## src/logic/rps_pkg.sv

```systemverilog
package rps_pkg;

  localparam int NUM_COLS     = 10;
  localparam int ROW_BITS     = 14;
  localparam int LED_BITS     = 6;  // score saturates here too
  localparam int CHOICE_TICKS = 2;
  localparam int FINAL_TICK   = 6;

  typedef enum logic [1:0] {
    none     = 2'd0,
    rock     = 2'd1,
    scissors = 2'd2,
    paper    = 2'd3
  } choice_t;

  typedef enum logic [1:0] {
    draw = 2'd0,
    win  = 2'd1,
    lose = 2'd2
  } outcome_t;

  typedef enum logic [1:0] {
    idle        = 2'd0,
    show_choice = 2'd1,
    show_result = 2'd2,
    show_final  = 2'd3
  } phase_t;

  typedef enum logic [3:0] {
    scr_blank    = 4'd0,
    scr_rock     = 4'd1,
    scr_scissors = 4'd2,
    scr_paper    = 4'd3,
    scr_win      = 4'd4,
    scr_draw     = 4'd5,
    scr_lose     = 4'd6,
    scr_happy    = 4'd7,
    scr_sad      = 4'd8
  } screen_t;

  typedef struct packed {
    logic    start;  // one cycle
    choice_t user;
    choice_t com;
  } round_t;

  typedef struct packed {
    logic [2:0] user_wins;
    logic [2:0] com_wins;
  } score_t;

  // indexed by choice minus one, then by column
  localparam logic [ROW_BITS-1:0] glyph_rows [3][NUM_COLS] = '{
    '{14'b00000000000000, 14'b00000011111100, 14'b00000010000010, 14'b00000010000010,
      14'b00000010000010, 14'b00000010000010, 14'b00000010000010, 14'b00000011111100,
      14'b00000000000000, 14'b00000000000000},
    '{14'b00000000000000, 14'b00000011111100, 14'b00000010000010, 14'b00000010000010,
      14'b00000010000010, 14'b01111110000010, 14'b00000010000010, 14'b00111111111100,
      14'b00000000000000, 14'b00000000000000},
    '{14'b00000000000000, 14'b00111111111100, 14'b00000010000010, 14'b01111110000010,
      14'b00000010000010, 14'b01111110000010, 14'b00000010000010, 14'b00111111111100,
      14'b00000000100000, 14'b00000001000000}
  };

endpackage

```

## src/logic/key_capture.sv

```systemverilog
`timescale 1ns/1ps

module key_capture (
  input  logic            clk,
  input  logic            DELAY,
  input  logic [2:0]      keys,
  output rps_pkg::round_t round,
  output logic            held
);

  logic [2:0]       keys_q;
  logic             new_press;
  rps_pkg::choice_t key_choice;
  rps_pkg::choice_t com_pick;

  assign held      = |keys;
  assign new_press = $onehot(keys) && (keys_q == 3'b000);  // rising, single key only

  always_comb begin
    case (keys)
      3'b001:  key_choice = rps_pkg::rock;
      3'b010:  key_choice = rps_pkg::scissors;
      3'b100:  key_choice = rps_pkg::paper;
      default: key_choice = rps_pkg::none;
    endcase
  end

  always_ff @(posedge clk or posedge DELAY) begin
    if (DELAY) begin
      keys_q   <= 3'b000;
      com_pick <= rps_pkg::rock;
      round    <= '0;
    end else begin
      keys_q      <= keys;
      round.start <= new_press;
      if (keys == 3'b000) begin  // spins only while idle
        case (com_pick)
          rps_pkg::rock:     com_pick <= rps_pkg::scissors;
          rps_pkg::scissors: com_pick <= rps_pkg::paper;
          default:           com_pick <= rps_pkg::rock;
        endcase
      end
      if (new_press) begin
        round.user <= key_choice;
        round.com  <= com_pick;
      end
    end
  end

endmodule

```

## src/logic/matrix_scan.sv

```systemverilog
`timescale 1ns/1ps

module matrix_scan #(
  parameter int SCAN_DIV = 9000
) (
  input  logic                          clk,
  input  logic                          DELAY,
  input  rps_pkg::screen_t              screen,
  input  rps_pkg::score_t               score,
  output logic [rps_pkg::NUM_COLS-1:0]  dot_col,
  output logic [rps_pkg::ROW_BITS-1:0]  dot_row,
  output logic [rps_pkg::LED_BITS-1:0]  user_leds,
  output logic [rps_pkg::LED_BITS-1:0]  com_leds
);

  localparam int DW = $clog2(SCAN_DIV + 1);
  localparam int IW = $clog2(rps_pkg::NUM_COLS);
  localparam logic [rps_pkg::NUM_COLS-1:0] COL0 = 1;

  logic [DW-1:0] div_cnt;
  logic [IW-1:0] col_idx;
  logic          col_step;

  // bar grows from the msb end
  function automatic logic [rps_pkg::LED_BITS-1:0] thermo(logic [2:0] n);
    logic [rps_pkg::LED_BITS-1:0] bar;
    bar = '0;
    for (int i = 0; i < rps_pkg::LED_BITS; i++) begin
      bar[rps_pkg::LED_BITS-1-i] = (i < int'(n));
    end
    return bar;
  endfunction

  assign col_step = (div_cnt == DW'(SCAN_DIV - 1));

  always_ff @(posedge clk or posedge DELAY) begin
    if (DELAY) begin
      div_cnt <= '0;
      col_idx <= '0;
    end else if (col_step) begin
      div_cnt <= '0;
      if (col_idx == IW'(rps_pkg::NUM_COLS - 1))
        col_idx <= '0;
      else
        col_idx <= col_idx + IW'(1);
    end else begin
      div_cnt <= div_cnt + DW'(1);
    end
  end

  assign dot_col = COL0 << col_idx;

  always_comb begin
    case (screen)
      rps_pkg::scr_rock:     dot_row = rps_pkg::glyph_rows[0][col_idx];
      rps_pkg::scr_scissors: dot_row = rps_pkg::glyph_rows[1][col_idx];
      rps_pkg::scr_paper:    dot_row = rps_pkg::glyph_rows[2][col_idx];
      default:               dot_row = '0;  // result and verdict stay dark
    endcase
  end

  assign user_leds = thermo(score.user_wins);
  assign com_leds  = thermo(score.com_wins);

endmodule

```

## src/logic/round_sequencer.sv

```systemverilog
`timescale 1ns/1ps

module round_sequencer #(
  parameter int TICK_DIV   = 12500000,
  parameter int WIN_TARGET = 3
) (
  input  logic              clk,
  input  logic              DELAY,
  input  rps_pkg::round_t   round,
  input  logic              held,
  output rps_pkg::phase_t   phase,
  output rps_pkg::outcome_t outcome,
  output rps_pkg::screen_t  screen,
  output rps_pkg::score_t   score
);

  localparam int CW = $clog2(TICK_DIV + 1);
  localparam int TW = $clog2(rps_pkg::FINAL_TICK + 1);

  logic [CW-1:0]     cycle_cnt;
  logic [TW-1:0]     tick_cnt;
  logic [TW-1:0]     tick_next;
  logic              timing;
  logic              tick_wrap;
  rps_pkg::outcome_t judged;
  rps_pkg::phase_t   phase_d;
  rps_pkg::screen_t  screen_d;

  function automatic rps_pkg::outcome_t judge(rps_pkg::choice_t user, rps_pkg::choice_t com);
    if (user == com)
      return rps_pkg::draw;
    if ((user == rps_pkg::rock && com == rps_pkg::scissors) ||
        (user == rps_pkg::scissors && com == rps_pkg::paper) ||
        (user == rps_pkg::paper && com == rps_pkg::rock))
      return rps_pkg::win;
    return rps_pkg::lose;
  endfunction

  assign judged    = judge(round.user, round.com);
  assign timing    = (phase == rps_pkg::show_choice) || (phase == rps_pkg::show_result);
  assign tick_wrap = timing && (cycle_cnt == CW'(TICK_DIV - 1));
  assign tick_next = tick_cnt + TW'(1);

  always_comb begin
    phase_d = phase;
    if (round.start) begin
      phase_d = rps_pkg::show_choice;
    end else if (!held) begin
      phase_d = rps_pkg::idle;
    end else if (tick_wrap) begin
      if (tick_next == TW'(rps_pkg::CHOICE_TICKS))
        phase_d = rps_pkg::show_result;
      else if (tick_next == TW'(rps_pkg::FINAL_TICK))
        phase_d = rps_pkg::show_final;
    end
  end

  always_comb begin
    screen_d = rps_pkg::scr_blank;
    case (phase_d)
      rps_pkg::show_choice: begin
        case (round.com)
          rps_pkg::rock:     screen_d = rps_pkg::scr_rock;
          rps_pkg::scissors: screen_d = rps_pkg::scr_scissors;
          rps_pkg::paper:    screen_d = rps_pkg::scr_paper;
          default:           screen_d = rps_pkg::scr_blank;
        endcase
      end
      rps_pkg::show_result: begin
        case (outcome)  // settled since the start edge
          rps_pkg::win:  screen_d = rps_pkg::scr_win;
          rps_pkg::lose: screen_d = rps_pkg::scr_lose;
          default:       screen_d = rps_pkg::scr_draw;
        endcase
      end
      rps_pkg::show_final: begin
        if (score.com_wins >= 3'(WIN_TARGET))  // computer first
          screen_d = rps_pkg::scr_sad;
        else if (score.user_wins >= 3'(WIN_TARGET))
          screen_d = rps_pkg::scr_happy;
      end
      default: screen_d = rps_pkg::scr_blank;
    endcase
  end

  always_ff @(posedge clk or posedge DELAY) begin
    if (DELAY) begin
      phase     <= rps_pkg::idle;
      screen    <= rps_pkg::scr_blank;
      outcome   <= rps_pkg::draw;
      score     <= '0;
      cycle_cnt <= '0;
      tick_cnt  <= '0;
    end else begin
      phase  <= phase_d;
      screen <= screen_d;
      if (round.start) begin
        outcome <= judged;
        if (judged == rps_pkg::win && score.user_wins != 3'(rps_pkg::LED_BITS))
          score.user_wins <= score.user_wins + 3'd1;
        if (judged == rps_pkg::lose && score.com_wins != 3'(rps_pkg::LED_BITS))
          score.com_wins <= score.com_wins + 3'd1;
      end
      if (round.start || !held) begin
        cycle_cnt <= '0;
        tick_cnt  <= '0;
      end else if (tick_wrap) begin
        cycle_cnt <= '0;
        tick_cnt  <= tick_next;
      end else if (timing) begin
        cycle_cnt <= cycle_cnt + CW'(1);
      end
    end
  end

endmodule

```

## src/logic/rps_top.sv

```systemverilog
`timescale 1ns/1ps

module rps_top #(
  parameter int TICK_DIV   = 12500000,
  parameter int SCAN_DIV   = 9000,
  parameter int WIN_TARGET = 3
) (
  input  logic                          clk,
  input  logic                          DELAY,
  input  logic [2:0]                    keys,
  output rps_pkg::screen_t              screen,
  output rps_pkg::phase_t               phase,
  output rps_pkg::outcome_t             outcome,
  output logic [rps_pkg::LED_BITS-1:0]  user_leds,
  output logic [rps_pkg::LED_BITS-1:0]  com_leds,
  output logic [rps_pkg::NUM_COLS-1:0]  dot_col,
  output logic [rps_pkg::ROW_BITS-1:0]  dot_row
);

  rps_pkg::round_t round;
  rps_pkg::score_t score;
  logic            held;

  key_capture i_key_capture (
    .clk   (clk),
    .DELAY (DELAY),
    .keys  (keys),
    .round (round),
    .held  (held)
  );

  round_sequencer #(
    .TICK_DIV   (TICK_DIV),
    .WIN_TARGET (WIN_TARGET)
  ) i_round_sequencer (
    .clk     (clk),
    .DELAY   (DELAY),
    .round   (round),
    .held    (held),
    .phase   (phase),
    .outcome (outcome),
    .screen  (screen),
    .score   (score)
  );

  matrix_scan #(
    .SCAN_DIV (SCAN_DIV)
  ) i_matrix_scan (
    .clk       (clk),
    .DELAY     (DELAY),
    .screen    (screen),
    .score     (score),
    .dot_col   (dot_col),
    .dot_row   (dot_row),
    .user_leds (user_leds),
    .com_leds  (com_leds)
  );

endmodule

```

## config.mk

```make
export PLATFORM = sky130hd
export DESIGN_NAME = rps_top
export DESIGN_NICKNAME = d
export VERILOG_FILES = /design/src/logic/rps_pkg.sv /design/src/logic/key_capture.sv /design/src/logic/matrix_scan.sv /design/src/logic/round_sequencer.sv /design/src/logic/rps_top.sv
export SDC_FILE = /design/constraint.sdc
export NUM_CORES = 1
export LEC_CHECK = 0
export BUFFER_PORTS_ARGS = -buffer_cell sky130_fd_sc_hd__buf_2
export CAP_MARGIN = 40
export CORE_MARGIN = 10
export CORE_UTILIZATION = 52
export CTS_CLUSTER_DIAMETER = 200
export DETAILED_ROUTE_END_ITERATION = 12
export PLACE_DENSITY = 0.75
export SLEW_MARGIN = 40
export SYNTH_ARGS = -nofsm -noshare
export SYNTH_HDL_FRONTEND = slang
export SYNTH_SLANG_ARGS = --single-unit
export TNS_END_PERCENT = 30
```

## constraint.sdc

```tcl
create_clock -name clk -period 2 [get_ports clk]
set_clock_uncertainty 0.2 [all_clocks]
set_input_delay 0.1 -clock clk [delete_from_list [all_inputs] [get_ports clk]]
set_output_delay 0.1 -clock clk [all_outputs]
set_load 0.02 [all_outputs]
```

==> key figures <==
Drt
  • Routed Antenna Nets: 0
  • Via/cell ratio: 5.30
  • Post-detailed-route wirelength per cell: 14.9 microns
  • TritonRoute pass-1 iters: 4
  • DRC: 0
  • DR iter-0 viols: 118
  • Final wirelength: 9100 microns
  • Via count: 3237

Timing
  • Finish-stage setup viols: 30
  • Tcrit/Tclk final: 1.06
  • FMAX: 473 MHz
  • Fin crit period: 2.12 ns
  • Slew Limit Fails: 0
  • Final Hold Fails: 0
  • RSZ-0062 raised after global routing: yes
  • Max-Slew Margin vs Limit: 0.652
  • Worst Tran Pin Value: 0.521 ns
  • Final WS setup: -0.116 ns

GRT
  • Aggregate global routing overflow: 0
  • GRT met2 Usage: 0.258
  • Initial antenna violation count: 0
  • Gr busiest metal: met2
  • GR Util met1: 0.195
  • First-pass GRT wire length: 14800 microns
  • Vias in the first global route: 3177
  • Largest net degree at the start of global routing: 26
  • Met3 Use GR: 0.0381
  • Total GRT Usage: 0.159

Flow run
  • Max-cap viol count: 0

Power and ir drop
  • Clk network pwr share: 0.299
  • Peak VDD IR: 0.000370 V
  • Internal power: 0.00238 W
  • Logic pwr share: 0.234
  • Pwr Total: 0.00346 W
  • Switching part of the total: 0.311
  • Cell Pwr Density: 707 mW/mm^2
  • Leakage: 2.38 nW
  • Switching pwr: 0.00108 W
  • Reg power frac: 0.467

Clock tree
  • H-tree Lvls: 3
  • CTS sink count: 69
  • CTS tree: yes
  • Insertion delay to the later sink of the worst-skew pair: 0.35 ns
  • Reg clk slew, reported paths: 0.08 ns
  • Clock root buffer master: clkbuf_8
  • Clock buffer depth: 2
  • CTS Buf Count: 9

Yosys
  • Yosys cell types: 50
  • Synthesis warning total: 0
  • EDFF count, synth: 0
  • Synth Instances: 402
  • Most used flip-flop cell after synthesis: dfrtp_1
  • Area of the mapped netlist: 0.00373 sq mm
  • Async set-or-reset flop fraction in the synthesized netlist: 1.00
  • Seq/Total Area, Yosys: 0.463
  • Mapped Avg Cell Area: 9.29 sq um
  • Flops & latches, synth: 69

Die
  • Die Ht: 105 microns
  • Starting Density: 0.544
  • Die Span X: 105 microns
  • I/O pin cnt: 49
  • Core Region: 0.00687 sq mm
  • Die ar.: 0.0110 sq mm
  • Cell Rows: 30

Placement
  • Port Buf Inserts: 46
  • RePlAce Congestion: 0.852
  • Post-DP HPWL: 6350 microns
  • Placed instance area: 0.00444 sq mm

Min path
  • Hold Path Class: primary input to asynchronous set/reset pin

Worst setup path
  • CP max-delay cell: or4b_4
  • Cell Chain, Critical Path: ha_1 > nand2_1 > or4b_4 > or2_4 > or3_4 > a21oi_2
  • Crit-path max FO: 4
  • CP max stage delay: 0.53 ns
  • Critical Path End Type: flip-flop
  • Worst EP required: 2.09 ns
  • Worst setup SP type: flip-flop
  • Crit path kind: flip-flop to flip-flop
  • CP Data Arrival Time: 2.20 ns

Outcome
  • Failing checks: setup timing
  • Status: complete, but fails checks

Final layout
  • Filler cells: 501
  • Syn-to-layout area delta: 31.0%
  • Post-route cell area: 0.00489 sq mm
  • # diodes: 0
  • Fin nets: 530
  • Layout cells sized above 1: 0.313
  • Final Util: 0.712
-- path summary, 6_finish.rpt --
kind,start,endpoint,slack (ns),cells after the start
worst max-delay path,i_round_sequencer.cycle_cnt[0],i_round_sequencer.tick_cnt[2],-0.12,6
worst min-delay path,DELAY,i_key_capture.com_pick[1],0.13,3
worst max register to register,i_round_sequencer.cycle_cnt[0],i_round_sequencer.tick_cnt[2],-0.12,6
worst min register to register,i_matrix_scan.div_cnt[0],i_matrix_scan.div_cnt[0],0.27,1
max in group asynchronous,DELAY,i_matrix_scan.div_cnt[7],0.91,4
min in group clk,keys[0],i_key_capture.keys_q[0],0.26,2
-- layout make-up --
class,count,area (sq um),share of cell area
Timing Repair Buffer,113,778,0.159
Inverter,21,82.6,0.0169
Tap cell,96,120,0.0246
Multi-Input combinational cell,296,2000,0.408
Sequential cell,69,1740,0.355
Clock buffer,12,155,0.0317
Clock inverter,4,22.5,0.00460
-- synthesized netlist by cell type, types with 2 or more instances --
library cell,n,area share
dfrtp_1,68,0.46
o31ai_1,2,0.0040
nand3_1,18,0.024
and3_1,5,0.0084
and4_1,3,0.0070
a21oi_1,8,0.011
mux2i_1,3,0.0080
ha_1,14,0.047
clkbuf_1,7,0.0070
nor3b_1,2,0.0040
nand4_1,6,0.010
o21ai_0,17,0.023
nor2b_1,7,0.012
nand2_1,38,0.038
xor2_1,13,0.030
xnor2_1,28,0.066
nor4_1,10,0.017
mux2_2,2,0.0060
or3_1,3,0.0050
and2_1,3,0.0050
nor4bb_1,2,0.0054
o21bai_1,2,0.0040
buf_2,3,0.0040
buf_4,7,0.014
inv_1,21,0.021
a211oi_1,3,0.0060
o311a_1,2,0.0054
nand2b_1,7,0.012
nor2_1,56,0.056
nor3_1,20,0.027
a21o_1,2,0.0040
nand4b_1,2,0.0047
-- per-layer routing --
layer	routed length [microns]	share of wire
met1	4010	0.44
met2	4450	0.49
met3	484	0.053
met4	162	0.018
met5	0	0
-- registers in the layout, summed over array words and instances, names as in the netlist --
signal and count:
i_matrix_scan.div_cnt 14, i_key_capture.com_pick 2, i_round_sequencer.phase 2, i_round_sequencer.score 6, i_key_capture.round 5, i_key_capture.keys_q 3
i_matrix_scan.col_idx 4, i_round_sequencer.screen 4, i_round_sequencer.outcome 2, i_round_sequencer.tick_cnt 3, i_round_sequencer.cycle_cnt 24
-- what timing repair did --
item,4_1_cts,5_1_grt
hold buffers,4,0
endpoints found under the setup margin,35,44
buffers inserted,1,11
pin swaps,10,4
endpoints found under the hold margin,60,0
resized for setup,17,21
-- worst max-delay path: cells and delay by family (launching register included) --
kind | cells | cell delay, ns
and+or+nand+nor | 4 | 1.21
adders and majority gates | 1 | 0.17
DFF | 1 | 0.35
AOI/OAI and AO/OA | 1 | 0.11
-- cells in the final DEF (no fill, tap or decap), types with 4 or more instances in the layout --
master         synthesis  routed
dfrtp_2                0       6
o21ai_0               17      12
a21oi_1                8       6
nand3_1               18      17
clkbuf_8               0      11
and3_1                 5       5
inv_1                 21      19
xnor2_1               28      28
nor2b_1                7       7
buf_4                  7      60
nor3_1                20      17
nand2_1               38      36
ha_1                  14      14
xor2_1                13      13
dlygate4sd3_1          0       4
nand2b_1               7       6
nor4_1                10       7
nand4_1                6       6
buf_2                  3      45
dfrtp_1               68      62
nor2_1                56      55
-- per-stage QoR --
| step | hold WS [ns] | std cells | TNS [ns] | setup WS, ns |
|---|---|---|---|---|
| after CTS | 0.136 | 600 | -1.47 | -0.112 |
| after global placement | -0.0276 | 579 | -0.523 | -0.0760 |
| after floorplan | -0.0686 | 403 | -4.24 | -0.179 |
| after global routing | 0.176 | 611 | -4.27 | -0.176 |
| final | 0.132 | 611 | -1.67 | -0.116 |
| after detailed placement | -0.0279 | 579 | -1.98 | -0.127 |
-- power by group through the flow --
stage	sequential, W	clock, W	combinational (W)
6_report	0.00162	0.00104	0.000808
5_1_grt	0.00164	0.00111	0.000909
4_1_cts	0.00162	0.00105	0.000789
3_5_place_dp	0.00164	0	0.000763
3_3_place_gp	0.00163	0	0.000733
2_1_floorplan	0.00168	0	0.000429
-- kinds of logic after synthesis --
kind of cell | count (synthesis) | synth area share
simple gates | 190 | 0.254
flops | 69 | 0.463
compound gates | 42 | 0.0690
xor+xnor | 42 | 0.101
buf+inv | 38 | 0.0462
fa+ha+maj | 15 | 0.0523
mux | 5 | 0.0141
other cells | 1 | 0.00100
(Power assumes the default switching activity.)
